### src/hw/hv_reg_pkg.sv
//====================
// hv register map
// addresses, drive config and fault structs, chip id, deglitch default
//====================
`default_nettype none

package hv_reg_pkg;

    typedef logic [3:0] reg_addr_t;

    localparam reg_addr_t REG_ADDR_CONFIG   = 4'd0;
    localparam reg_addr_t REG_ADDR_INT_MASK = 4'd1;
    localparam reg_addr_t REG_ADDR_STATUS   = 4'd2;
    localparam reg_addr_t REG_ADDR_ID       = 4'd3;

    // drive strength and desat threshold selects
    typedef struct packed {
        logic [2:0] src_sel;
        logic [2:0] snk_sel;
        logic [1:0] desat_sel;
    } drv_cfg_t;

    localparam drv_cfg_t DRV_CFG_RST = '0;

    typedef struct packed {
        logic vcc_uv;
        logic vcc_ov;
        logic ot;
        logic oc;
        logic desat;
        logic scp;
    } hv_fault_t;

    // low 7 bits of the status register
    typedef struct packed {
        logic      com_err;
        hv_fault_t flt;
    } fault_status_t;

    localparam logic [7:0] HV_CORE_ID       = 8'hA5;
    localparam int         FLT_DEGLITCH_DEF = 8;

endpackage

`default_nettype wire

### src/hw/owt_pkg.sv
//====================
// one-wire link definitions
// frame fields, frame struct, bit timing default, crc-4 function
//====================
`default_nettype none

package owt_pkg;

    typedef logic [7:0] owt_cmd_t;   // [7] write, [3:0] register address
    typedef logic [7:0] owt_data_t;
    typedef logic [3:0] owt_crc_t;

    typedef struct packed {
        owt_cmd_t  cmd;
        owt_data_t data;
        owt_crc_t  crc;
    } owt_frame_t;

    localparam int       OWT_FRAME_W        = $bits(owt_frame_t);
    localparam owt_crc_t OWT_CRC_POLY       = 4'h3;  // x^4 + x + 1
    localparam int       OWT_BIT_CYCLES_DEF = 16;

    // crc over cmd then data, msb first, zero seed
    function automatic owt_crc_t owt_crc4(input owt_cmd_t cmd, input owt_data_t data);
        logic [15:0] msg;
        owt_crc_t    crc;
        msg = {cmd, data};
        crc = '0;
        for (int i = 15; i >= 0; i--) begin
            if (crc[3] ^ msg[i]) begin
                crc = {crc[2:0], 1'b0} ^ OWT_CRC_POLY;
            end else begin
                crc = {crc[2:0], 1'b0};
            end
        end
        return crc;
    endfunction

endpackage

`default_nettype wire
### src/hw/hv_core.sv
//====================
// hv side digital core
// owt rx/tx, register slave, fault processing
//====================
`default_nettype none

module hv_core import owt_pkg::*; import hv_reg_pkg::*; #(
    parameter int OWT_BIT_CYCLES      = OWT_BIT_CYCLES_DEF,
    parameter int FLT_DEGLITCH_CYCLES = FLT_DEGLITCH_DEF
) (
    input  wire logic      i_clk,
    input  wire logic      i_arst_n,
    input  wire logic      i_lv_hv_owt_rx,
    output      logic      o_hv_lv_owt_tx,
    input  wire hv_fault_t i_hv_fault,
    output      drv_cfg_t  o_reg_config,
    output      logic      o_intb_n
);

    logic          frm_vld;
    owt_frame_t    frm;
    logic          com_err;
    logic          rsp_vld;
    owt_frame_t    rsp;
    logic          flt_clr_vld;
    fault_status_t flt_clr;
    fault_status_t int_mask;
    fault_status_t fault_status;

    hv_owt_rx #(
        .OWT_BIT_CYCLES (OWT_BIT_CYCLES)
    ) u_owt_rx (
        .i_clk     (i_clk),
        .i_arst_n  (i_arst_n),
        .i_owt_rx  (i_lv_hv_owt_rx),
        .o_frm_vld (frm_vld),
        .o_frm     (frm),
        .o_com_err (com_err)
    );

    hv_owt_tx #(
        .OWT_BIT_CYCLES (OWT_BIT_CYCLES)
    ) u_owt_tx (
        .i_clk     (i_clk),
        .i_arst_n  (i_arst_n),
        .i_rsp_vld (rsp_vld),
        .i_rsp     (rsp),
        .o_owt_tx  (o_hv_lv_owt_tx)
    );

    hv_reg_slv u_reg_slv (
        .i_clk          (i_clk),
        .i_arst_n       (i_arst_n),
        .i_frm_vld      (frm_vld),
        .i_frm          (frm),
        .i_fault_status (fault_status),
        .o_rsp_vld      (rsp_vld),
        .o_rsp          (rsp),
        .o_flt_clr_vld  (flt_clr_vld),
        .o_flt_clr      (flt_clr),
        .o_int_mask     (int_mask),
        .o_reg_config   (o_reg_config)
    );

    hv_fault_proc #(
        .FLT_DEGLITCH_CYCLES (FLT_DEGLITCH_CYCLES)
    ) u_fault_proc (
        .i_clk          (i_clk),
        .i_arst_n       (i_arst_n),
        .i_hv_fault     (i_hv_fault),
        .i_com_err      (com_err),
        .i_flt_clr_vld  (flt_clr_vld),
        .i_flt_clr      (flt_clr),
        .i_int_mask     (int_mask),
        .o_fault_status (fault_status),
        .o_intb_n       (o_intb_n)
    );

endmodule

`default_nettype wire

### src/hw/hv_fault_proc.sv
//====================
// fault processing
// input sync, per-bit deglitch, sticky status, interrupt
//====================
`default_nettype none

module hv_fault_proc import hv_reg_pkg::*; #(
    parameter int FLT_DEGLITCH_CYCLES = FLT_DEGLITCH_DEF
) (
    input  wire logic          i_clk,
    input  wire logic          i_arst_n,
    input  wire hv_fault_t     i_hv_fault,
    input  wire logic          i_com_err,
    input  wire logic          i_flt_clr_vld,
    input  wire fault_status_t i_flt_clr,
    input  wire fault_status_t i_int_mask,
    output      fault_status_t o_fault_status,
    output      logic          o_intb_n
);

    localparam int FLT_N = $bits(hv_fault_t);
    localparam int CNT_W = (FLT_DEGLITCH_CYCLES > 1) ? $clog2(FLT_DEGLITCH_CYCLES) : 1;

    hv_fault_t        flt_meta;
    hv_fault_t        flt_sync;
    logic [CNT_W-1:0] flt_cnt [FLT_N];
    hv_fault_t        flt_det;
    fault_status_t    clr;

    always_ff @(posedge i_clk or negedge i_arst_n) begin
        if (!i_arst_n) begin
            flt_meta <= '0;
            flt_sync <= '0;
        end else begin
            flt_meta <= i_hv_fault;
            flt_sync <= flt_meta;
        end
    end

    //====================
    // deglitch, counter saturates at length-1
    //====================
    always_comb begin
        for (int i = 0; i < FLT_N; i++) begin
            flt_det[i] = flt_sync[i] && (flt_cnt[i] == CNT_W'(FLT_DEGLITCH_CYCLES - 1));
        end
    end

    always_ff @(posedge i_clk or negedge i_arst_n) begin
        if (!i_arst_n) begin
            for (int i = 0; i < FLT_N; i++) flt_cnt[i] <= '0;
        end else begin
            for (int i = 0; i < FLT_N; i++) begin
                if (!flt_sync[i]) begin
                    flt_cnt[i] <= '0;
                end else if (!flt_det[i]) begin
                    flt_cnt[i] <= flt_cnt[i] + 1'b1;
                end
            end
        end
    end

    assign clr = i_flt_clr_vld ? i_flt_clr : '0;

    // set wins over clear, so a held fault survives w1c
    always_ff @(posedge i_clk or negedge i_arst_n) begin
        if (!i_arst_n) begin
            o_fault_status <= '0;
            o_intb_n       <= 1'b1;
        end else begin
            o_fault_status.flt     <= (o_fault_status.flt & ~clr.flt) | flt_det;
            o_fault_status.com_err <= (o_fault_status.com_err & ~clr.com_err) | i_com_err;
            o_intb_n               <= ~|(o_fault_status & ~i_int_mask);
        end
    end

endmodule

`default_nettype wire

### src/hw/hv_reg_slv.sv
//====================
// register slave
// command decode, config and mask registers
// status clear strobe, read responses
//====================
`default_nettype none

module hv_reg_slv import owt_pkg::*; import hv_reg_pkg::*; (
    input  wire logic          i_clk,
    input  wire logic          i_arst_n,
    input  wire logic          i_frm_vld,
    input  wire owt_frame_t    i_frm,
    input  wire fault_status_t i_fault_status,
    output      logic          o_rsp_vld,
    output      owt_frame_t    o_rsp,
    output      logic          o_flt_clr_vld,
    output      fault_status_t o_flt_clr,
    output      fault_status_t o_int_mask,
    output      drv_cfg_t      o_reg_config
);

    reg_addr_t     addr;
    logic          wr_en;
    logic          rd_en;
    owt_data_t     rd_data;
    drv_cfg_t      cfg_q;
    fault_status_t mask_q;

    // cmd[7] selects write, cmd[3:0] the address
    assign addr  = reg_addr_t'(i_frm.cmd[3:0]);
    assign wr_en = i_frm_vld & i_frm.cmd[7];
    assign rd_en = i_frm_vld & ~i_frm.cmd[7];

    //====================
    // writable registers
    //====================
    always_ff @(posedge i_clk or negedge i_arst_n) begin
        if (!i_arst_n) begin
            cfg_q  <= DRV_CFG_RST;
            mask_q <= '0;
        end else if (wr_en) begin
            case (addr)
                REG_ADDR_CONFIG:   cfg_q  <= drv_cfg_t'(i_frm.data);
                REG_ADDR_INT_MASK: mask_q <= fault_status_t'(i_frm.data[6:0]);
                default: ;  // id, status and unmapped hold
            endcase
        end
    end

    // w1c on status, applied by fault processing at the next edge
    assign o_flt_clr_vld = wr_en && (addr == REG_ADDR_STATUS);
    assign o_flt_clr     = fault_status_t'(i_frm.data[6:0]);

    assign o_int_mask   = mask_q;
    assign o_reg_config = cfg_q;

    //====================
    // read path
    //====================
    always_comb begin
        case (addr)
            REG_ADDR_CONFIG:   rd_data = cfg_q;
            REG_ADDR_INT_MASK: rd_data = {1'b0, mask_q};
            REG_ADDR_STATUS:   rd_data = {1'b0, i_fault_status};
            REG_ADDR_ID:       rd_data = HV_CORE_ID;
            default:           rd_data = '0;
        endcase
    end

    always_ff @(posedge i_clk or negedge i_arst_n) begin
        if (!i_arst_n) begin
            o_rsp_vld <= 1'b0;
        end else begin
            o_rsp_vld <= rd_en;
        end
    end

    always_ff @(posedge i_clk) begin
        if (rd_en) begin
            o_rsp.cmd  <= i_frm.cmd;  // echo request
            o_rsp.data <= rd_data;
            o_rsp.crc  <= '0;         // filled in by tx
        end
    end

endmodule

`default_nettype wire

### src/hw/hv_owt_tx.sv
//====================
// one-wire transmitter
// inserts crc, sends start, frame and stop bits
//====================
`default_nettype none

module hv_owt_tx import owt_pkg::*; #(
    parameter int OWT_BIT_CYCLES = OWT_BIT_CYCLES_DEF
) (
    input  wire logic       i_clk,
    input  wire logic       i_arst_n,
    input  wire logic       i_rsp_vld,
    input  wire owt_frame_t i_rsp,
    output      logic       o_owt_tx
);

    localparam int TX_BITS = OWT_FRAME_W + 2;  // start + frame + stop
    localparam int CYC_W   = (OWT_BIT_CYCLES > 1) ? $clog2(OWT_BIT_CYCLES) : 1;
    localparam int BIT_W   = $clog2(TX_BITS);

    typedef enum logic {
        TX_IDLE,
        TX_SEND
    } tx_state_t;

    tx_state_t          state;
    owt_frame_t         rsp_crc;
    logic [TX_BITS-1:0] tx_sr;
    logic [CYC_W-1:0]   cyc_cnt;
    logic [BIT_W-1:0]   bit_cnt;

    always_comb begin
        rsp_crc     = i_rsp;
        rsp_crc.crc = owt_crc4(i_rsp.cmd, i_rsp.data);
    end

    assign o_owt_tx = tx_sr[TX_BITS-1];

    always_ff @(posedge i_clk or negedge i_arst_n) begin
        if (!i_arst_n) begin
            state   <= TX_IDLE;
            tx_sr   <= '1;
            cyc_cnt <= '0;
            bit_cnt <= '0;
        end else begin
            case (state)
                TX_IDLE: if (i_rsp_vld) begin
                    tx_sr   <= {1'b0, rsp_crc, 1'b1};
                    cyc_cnt <= '0;
                    bit_cnt <= '0;
                    state   <= TX_SEND;
                end
                TX_SEND: begin
                    // strobes while sending are dropped
                    if (cyc_cnt == CYC_W'(OWT_BIT_CYCLES - 1)) begin
                        cyc_cnt <= '0;
                        tx_sr   <= {tx_sr[TX_BITS-2:0], 1'b1};
                        if (bit_cnt == BIT_W'(TX_BITS - 1)) begin
                            state <= TX_IDLE;
                        end else begin
                            bit_cnt <= bit_cnt + 1'b1;
                        end
                    end else begin
                        cyc_cnt <= cyc_cnt + 1'b1;
                    end
                end
                default: state <= TX_IDLE;
            endcase
        end
    end

endmodule

`default_nettype wire

### src/hw/hv_owt_rx.sv
//====================
// one-wire receiver
// line sync, mid-bit sampling, stop bit and crc check
//====================
`default_nettype none

module hv_owt_rx import owt_pkg::*; #(
    parameter int OWT_BIT_CYCLES = OWT_BIT_CYCLES_DEF
) (
    input  wire logic       i_clk,
    input  wire logic       i_arst_n,
    input  wire logic       i_owt_rx,
    output      logic       o_frm_vld,
    output      owt_frame_t o_frm,
    output      logic       o_com_err
);

    localparam int CYC_W = (OWT_BIT_CYCLES > 1) ? $clog2(OWT_BIT_CYCLES) : 1;
    localparam int BIT_W = $clog2(OWT_FRAME_W);

    typedef enum logic [1:0] {
        RX_IDLE,
        RX_START,
        RX_DATA,
        RX_STOP
    } rx_state_t;

    rx_state_t              state;
    logic [1:0]             rx_sync;
    logic                   rx_s;
    logic [CYC_W-1:0]       cyc_cnt;
    logic [BIT_W-1:0]       bit_cnt;
    logic [OWT_FRAME_W-1:0] frm_sr;
    logic                   half_tick;
    logic                   bit_tick;
    logic                   crc_ok;

    assign rx_s      = rx_sync[1];
    assign half_tick = (cyc_cnt == CYC_W'(OWT_BIT_CYCLES / 2 - 1));
    assign bit_tick  = (cyc_cnt == CYC_W'(OWT_BIT_CYCLES - 1));
    assign o_frm     = frm_sr;
    assign crc_ok    = (owt_crc4(o_frm.cmd, o_frm.data) == o_frm.crc);

    always_ff @(posedge i_clk or negedge i_arst_n) begin
        if (!i_arst_n) begin
            rx_sync <= 2'b11;  // idle high
        end else begin
            rx_sync <= {rx_sync[0], i_owt_rx};
        end
    end

    //====================
    // frame fsm
    //====================
    always_ff @(posedge i_clk or negedge i_arst_n) begin
        if (!i_arst_n) begin
            state     <= RX_IDLE;
            cyc_cnt   <= '0;
            bit_cnt   <= '0;
            o_frm_vld <= 1'b0;
            o_com_err <= 1'b0;
        end else begin
            o_frm_vld <= 1'b0;
            o_com_err <= 1'b0;
            cyc_cnt   <= cyc_cnt + 1'b1;
            case (state)
                RX_IDLE: begin
                    cyc_cnt <= '0;
                    bit_cnt <= '0;
                    if (!rx_s) state <= RX_START;
                end
                RX_START: if (half_tick) begin
                    cyc_cnt <= '0;
                    state   <= rx_s ? RX_IDLE : RX_DATA;  // glitch back to idle
                end
                RX_DATA: if (bit_tick) begin
                    cyc_cnt <= '0;
                    bit_cnt <= bit_cnt + 1'b1;
                    if (bit_cnt == BIT_W'(OWT_FRAME_W - 1)) state <= RX_STOP;
                end
                RX_STOP: if (bit_tick) begin
                    state     <= RX_IDLE;
                    o_frm_vld <= rx_s & crc_ok;
                    o_com_err <= ~(rx_s & crc_ok);
                end
                default: state <= RX_IDLE;
            endcase
        end
    end

    always_ff @(posedge i_clk) begin
        if (state == RX_DATA && bit_tick) begin
            frm_sr <= {frm_sr[OWT_FRAME_W-2:0], rx_s};  // msb first
        end
    end

endmodule

`default_nettype wire

### config.mk
export PLATFORM = sky130hd
export DESIGN_NAME = hv_core
export DESIGN_NICKNAME = d
export VERILOG_FILES = /design/src/hw/hv_reg_pkg.sv /design/src/hw/owt_pkg.sv /design/src/hw/hv_core.sv /design/src/hw/hv_fault_proc.sv /design/src/hw/hv_reg_slv.sv /design/src/hw/hv_owt_tx.sv /design/src/hw/hv_owt_rx.sv
export SDC_FILE = /design/constraint.sdc
export NUM_CORES = 1
export LEC_CHECK = 0
export ABC_AREA = 0
export BUFFER_PORTS_ARGS = -buffer_cell sky130_fd_sc_hd__buf_2
export CORE_ASPECT_RATIO = 1.25
export CORE_UTILIZATION = 40
export DETAILED_ROUTE_END_ITERATION = 8
export PLACE_DENSITY = 0.61
export SLEW_MARGIN = 20
export SYNTH_ARGS = -nofsm -noshare
export SYNTH_HDL_FRONTEND = slang
export SYNTH_SLANG_ARGS = --single-unit
### constraint.sdc
create_clock -name i_clk -period 3.7 [get_ports i_clk]
set_clock_uncertainty 0.1 [all_clocks]
set_input_delay 0.74 -clock i_clk [delete_from_list [all_inputs] [get_ports i_clk]]
set_output_delay 0.74 -clock i_clk [all_outputs]
set_load 0.03 [all_outputs]
# Yosys cells after proc, flatten, opt, wreduce, memory -nomap -nowiden
# Cells that the tools add are included.
[totals]
output_inout_bits = 10
in_bits = 9
register_bits = 137
elab_cells = 261
[op_classes]
n_eq_ne = 32
muxes = 76
reduce_logical = 19
n_bitwise = 74
n_addsub = 10
[ops]
columns = ["cell", "n"]
rows = [
  ["2-bit 2-to-1 mux", 38],
  ["2-bit inverter", 30],
  ["22-bit 2-to-1 mux", 2],
  ["22-bit one-hot mux with 2 select lines", 1],
  ["3-bit 2-to-1 mux", 12],
  ["8-bit one-hot mux with 4 select lines", 1],
  ["1-bit bitwise XOR", 26],
  ["5-bit 2-to-1 mux", 4],
  ["5-bit one-hot mux with 2 select lines", 2],
  ["3-bit by 1-bit adder with 3-bit output, second input constant", 6],
  ["3-bit == test, second input constant", 6],
  ["2-bit != test, second input constant", 9],
  ["4-bit 2-to-1 mux", 4],
  ["4-bit one-hot mux with 3 select lines", 1],
  ["5-bit by 1-bit adder with 5-bit output, second input constant", 2],
  ["5-bit == test, second input constant", 2],
  ["2-bit by 1-bit != test with 1-bit output, second input constant", 5],
  ["4-bit by 1-bit adder with 4-bit output, second input constant", 2],
  ["4-bit by 2-bit == test with 1-bit output, second input constant", 2],
  ["4-bit == test, second input constant", 2],
  ["1-bit logical AND", 8],
  ["2-bit one-hot mux with 4 select lines", 1],
  ["4-bit one-hot mux with 2 select lines", 1],
  ["2-bit AND reduction", 4],
  ["24 further kinds", 40],
]

# Longest topological paths before layout
[depth]
depth_word = 36
mapped_depth = 8
depth_no_buf = 7

# Modules after synthesis
# From an unflattened synthesis, not the netlist that was laid out.
[hier_totals]
hier_cells = 486
hier_area_um2 = 6246.0
[modules_own_cells]
columns = ["mod", "seq_area_each_um2", "cells_per_inst", "area_per_inst_um2", "n_inst"]
rows = [
  ["hv_owt_tx", 802.0, 162, 1691.6, 1],
  ["hv_owt_rx", 978.4, 112, 1591.5, 1],
  ["hv_fault_proc", 952.2, 111, 1530.2, 1],
  ["hv_reg_slv", 880.8, 101, 1432.6, 1],
]

# Worst setup path before layout
# Ideal clock, no wire load.
[synth_path]
path_type = "register to register"
startpoint = "register u_owt_rx.cyc_cnt[0]"
endpoint = "register u_owt_rx.frm_sr[0], in the netlist u_owt_rx.o_frm[0] (enable)"
setup_ns = 0.427
slack_ns = 0.987
stages_incl_launch_ff = 4
t_required_ns = 3.173
t_arrival_ns = 2.186
n_path_buf = 0
cell_sequence = "dfrtp_1 > ha_1 > nand3_1 > nor3_1"
[synth_via]
elab_chain_cells = 2
[synth_lines]
columns = ["element", "line", "text"]
rows = [
  ["start, declared", "hv_owt_rx.sv:31", "logic [CYC_W-1:0] cyc_cnt;"],
  ["start signal, assigned", "hv_owt_rx.sv:65", "cyc_cnt <= cyc_cnt + 1'b1;"],
  ["4-bit == test", "hv_owt_rx.sv:40", "assign bit_tick = (cyc_cnt == CYC_W'(OWT_BIT_CYCLES - 1));"],
  ["1-bit logical AND", "hv_owt_rx.sv:92", "if (state == RX_DATA && bit_tick) begin"],
  ["end signal, assigned", "hv_owt_rx.sv:93", "frm_sr <= {frm_sr[OWT_FRAME_W-2:0], rx_s};"],
  ["end, declared", "hv_owt_rx.sv:33", "logic [OWT_FRAME_W-1:0] frm_sr;"],
]
# Every way passes these cells.
# A chain may end at the register's enable or synchronous reset.

# Final worst setup path
[layout_path]
startpoint = "register u_owt_rx.frm_sr[13], in the netlist u_owt_rx.o_frm[13]"
endpoint = "register u_owt_rx.o_frm_vld"
[layout_via]
elab_chain_cells = 16
elab_cells_between_ends = 26
cone_classes = "eq/ne (1); mux (11); bitwise (14)"
[layout_lines]
columns = ["element", "line", "text"]
rows = [
  ["1-bit bitwise XOR *", "owt_pkg.sv:30", "if (crc[3] ^ msg[i]) begin"],
  ["2-bit 2-to-1 mux *", "owt_pkg.sv:30", ""],
  ["2-bit inverter (no source line)", "-", ""],
  ["2-bit 2-to-1 mux", "owt_pkg.sv:30", ""],
  ["1-bit bitwise XOR", "owt_pkg.sv:30", ""],
  ["2-bit 2-to-1 mux", "owt_pkg.sv:30", ""],
  ["2-bit inverter (no source line)", "-", ""],
  ["2-bit 2-to-1 mux", "owt_pkg.sv:30", ""],
  ["1-bit bitwise XOR", "owt_pkg.sv:30", ""],
  ["2-bit 2-to-1 mux", "owt_pkg.sv:30", ""],
  ["2-bit inverter (no source line)", "-", ""],
  ["2-bit 2-to-1 mux", "owt_pkg.sv:30", ""],
  ["4-bit == test *", "hv_owt_rx.sv:42", "assign crc_ok = (owt_crc4(o_frm.cmd, o_frm.data) == o_frm.crc);"],
  ["1-bit AND *", "hv_owt_rx.sv:83", "o_frm_vld <= rx_s & crc_ok;"],
  ["1-bit 2-to-1 mux *", "hv_owt_rx.sv:81", "RX_STOP: if (bit_tick) begin"],
  ["1-bit 2-to-1 mux *", "hv_owt_rx.sv:66", "case (state)"],
  ["end signal, assigned", "hv_owt_rx.sv:83", ""],
  ["end, declared", "hv_owt_rx.sv:13", "output logic o_frm_vld,"],
]
# Mark *: on every way between the ends. The rest lies on a longest branch, timed or not.

==> flow_summary.json <==
{
  "power_leakage_nw": 2.97,
  "start_kind": "flip-flop",
  "rr_worst_depth": 6,
  "hold_buffers": 0,
  "worst_slack_ns": 1.00,
  "wl_met3_um": 254,
  "crit_chain": "xnor2_1 -> xnor3_1 -> xnor2_1 -> or3_1 -> a2111oi_2 -> nor2b_1",
  "yosysTopAreaCell": "dfrtp_1",
  "syn_area_per_cell_um2": 12.9,
  "ff2ff_setup_slack_ns": 1.00,
  "wl_met1_mm": 4.66,
  "setup_viol": 0,
  "postRouteAntennaNets": 0,
  "std_cell_rows": 50,
  "setup_tns_ns": 0,
  "io_buffers": 18,
  "die_h_um": 141,
  "report.final.slew_viol_count": 0,
  "synth_xor_area_share_pct": 11.7,
  "synth-seq-cells": 136,
  "fin_util_pct": 47.2,
  "slowest_stage": "edfxtp_1",
  "totalPowerFinal_mw": 3.73,
  "mappedNetlistArea_um2": 6140,
  "yosys_most_used_dff": "dfrtp_1",
  "async_reset_ff_share_pct": 73.5,
  "cts_resized": 0,
  "yosysUniqueCellTypes": 42,
  "synth_area_leaders": "dfrtp_1, edfxtp_1, dfstp_2, mux2i_1, xnor2_1",
  "cts_sinks": 136,
  "insertedDiodeCount": 0,
  "clockBufferDepth": 2,
  "n_fill_cell": 1355,
  "synth_nets": 503,
  "dieWidth_um": 113,
  "drive_gt1_share_pct": 19.3,
  "start_util_pct": 40.9,
  "wirelength_mm": 10.3,
  "critPathKind": "reg2reg",
  "cts_buffers": 17,
  "synth_top_area_share_pct": 31.0,
  "synth_top_family_by_area": "XOR/XNOR gates",
  "synth_warnings": 0,
  "cpMostUsedCell": "xnor2_1",
  "first_pass_iters": 4,
  "ir_worst_vdd_uv": 327,
  "dr_wl_met2_mm": 5.27,
  "worstHoldStart": "u_fault_proc.flt_meta[4]$_DFF_PN0_",
  "grt_first_pass_wirelength_mm": 17.8,
  "synthAdderAreaFrac_pct": 3.46,
  "fmax_mhz": 371,
  "grt_usage_pct": 14.5,
  "regToRegEndpoint": "u_owt_rx.o_frm_vld$_DFF_PN0_",
  "cts.clk_slew.worst_paths_ns": 0.06,
  "grt_start_max_net_pins": 53,
  "synth_cells": 477,
  "hold_end": "u_fault_proc.flt_sync[4]$_DFF_PN0_",
  "yosysSeqAreaShare_pct": 58.9,
  "dpl.hpwl_mm": 7.23,
  "viasPerCell": 5.00,
  "arrival_ns": 2.94,
  "fin_crit_sh_pct": 72.9,
  "status": "complete, no violations",
  "synth_edf_count": 36,
  "synthToLayoutAreaGrowth_pct": 15.4,
  "relSlewSlack_pct": 56.8,
  "period_needed_ns": 2.70,
  "drt_iter0_drc": 121,
  "max_stage_delay_ns": 0.59,
  "worstPathMaxFanout": 16,
  "hold_path.class": "reg2reg",
  "synth_compound_area_share_pct": 6.52,
  "layout.nets": 532,
  "rsz0062_at_grt": "no",
  "post_cts_buffers": 0,
  "timing.rr.start": "u_owt_rx.o_frm[13]$_DFFE_PP_",
  "grt_pass1_vias": 3618,
  "dp.cells": 669,
  "htreeDepth": 4,
  "drv_cap": 0,
  "fin_cells": 701,
  "required_ns": 3.94,
  "worst_pin_slew_ns": 0.648,
  "synthSimpleGateAreaFrac_pct": 9.42,
  "cts_tree": "done",
  "post-place-ws_ns": 1.04,
  "ios": 19,
  "synth.area.mux_share_pct": 8.48,
  "wire_per_inst_um": 14.8,
  "highest_layer": "met4",
  "worstSetupEndpointType": "flip-flop",
  "hold-path-cell-count": 0,
  "grt_antenna_before_repair": 0,
  "finalHoldViolCount": 0,
  "power_density_nw_per_um2": 527,
  "root_buffer": "clkbuf_16",
  "coreArea_um2": 15000,
  "clock_latency_ns": 0.41,
  "grt_overflow": 0,
  "drc": 0,
  "place_congestion": 0.806,
  "fp.dieArea_um2": 15900,
  "vias": 3505
}
-- synth_stat cells (2+ instances only) --
library cell and number:
a21o_1 2, o21ai_1 11, ha_1 17, nand2b_1 3, mux2_2 16, a211oi_1 5
xor2_1 13, clkbuf_1 11, nand3_1 6, mux2i_1 34, a21oi_1 13, o21ai_0 16
nor2b_1 19, nor3_1 3, inv_1 13, nand2_1 38, edfxtp_1 36, o22ai_1 5
and2_1 9, nor2_1 30, nand4_1 5, dfrtp_1 76, buf_1 2, a22o_1 8
xnor3_1 9, xnor2_1 38, dfstp_2 24
-- logic make-up (layout without fill, tap and decap cells) --
logic type,count (synthesis),in the layout
buffers and inverters,26,68
and+or+nand+nor,120,120
DFF,136,136
AOI/OAI and AO/OA,65,65
xor gates and xnor gates,63,63
adders and majority gates,17,17
muxes,50,50
-- sequential cells by signal, summed over array words and instances (netlist names), 2 cells and up, named ones only --
name,count
u_fault_proc.flt_cnt,18
u_fault_proc.flt_meta,6
u_fault_proc.flt_sync,6
u_fault_proc.o_fault_status,7
u_owt_rx.bit_cnt,5
u_owt_rx.cyc_cnt,4
u_owt_rx.o_frm,20
u_owt_rx.rx_sync,2
u_owt_tx.bit_cnt,5
u_owt_tx.cyc_cnt,4
u_owt_tx.tx_sr,21
u_reg_slv.o_int_mask,7
u_reg_slv.o_reg_config,8
u_reg_slv.o_rsp,16
-- how the worst max path moves through the flow --
stage	start	endpoint	slack [ns]
4_1_cts	u_owt_rx.o_frm[13]$_DFFE_PP_	u_owt_rx.o_frm_vld$_DFF_PN0_	0.98
3_5_place_dp	u_owt_rx.o_frm[13]$_DFFE_PP_	u_owt_rx.o_frm_vld$_DFF_PN0_	1.04
6_report	u_owt_rx.o_frm[13]$_DFFE_PP_	u_owt_rx.o_frm_vld$_DFF_PN0_	1.00
3_3_place_gp	u_owt_rx.o_frm[12]$_DFFE_PP_	u_owt_rx.o_frm_vld$_DFF_PN0_	1.10
5_1_grt	u_owt_rx.o_frm[13]$_DFFE_PP_	u_owt_rx.o_frm_vld$_DFF_PN0_	0.80
2_1_floorplan	u_owt_rx.cyc_cnt[0]$_DFF_PN0_	u_owt_rx.o_frm[0]$_DFFE_PP_	0.99
-- metal layers --
layer | global-route usage (%) | vias up
met4 | 5.68 | 0
met1 | 18.2 | 1730
li1 | - | 1724
met2 | 23.8 | 39
met3 | 3.76 | 12
met5 | 0 | -
-- critical path: cells and delay by family (launching register included) --
family          cells  cell delay (ns)
xor+xnor            3             1.04
flops               1             0.59
simple gates        2             0.50
compound gates      1             0.41
-- power breakdown --
group,leakage (nW),internal (mW),switching (mW)
Sequential,1.57,1.64,0.0938
Clock,0.303,1.08,0.612
Combinational,1.10,0.143,0.157
Total,2.97,2.87,0.863
-- per-stage QoR --
step / hold slack [ns] / area [um^2]
6_report: 0.248 / 7080
5_1_grt: 0.255 / 7080
4_1_cts: 0.253 / 7080
3_5_place_dp: 0.241 / 6470
3_3_place_gp: 0.235 / 6470
2_1_floorplan: 0.231 / 6140
-- layout make-up --
type | count | area (um^2) | area share, %
Sequential cell | 136 | 3610 | 51.0
Multi-Input combinational cell | 315 | 2440 | 34.4
Clock buffer | 24 | 536 | 7.56
Tap cell | 182 | 228 | 3.21
Timing Repair Buffer | 23 | 143 | 2.01
Clock inverter | 8 | 80.1 | 1.13
Inverter | 13 | 48.8 | 0.689
-- cells in the final DEF, fill, tap and decap left out, types with 11 or more instances in the layout --
cell,count
o21ai_1,11
inv_1,13
buf_2,17
o21ai_0,16
clkbuf_16,20
nand2_1,38
nor2b_1,19
dfstp_2,24
mux2_2,16
nor2_1,29
a21oi_1,13
xnor2_1,38
mux2i_1,34
xor2_1,13
ha_1,17
edfxtp_1,36
dfrtp_1,76
(Power assumes the default switching activity.)
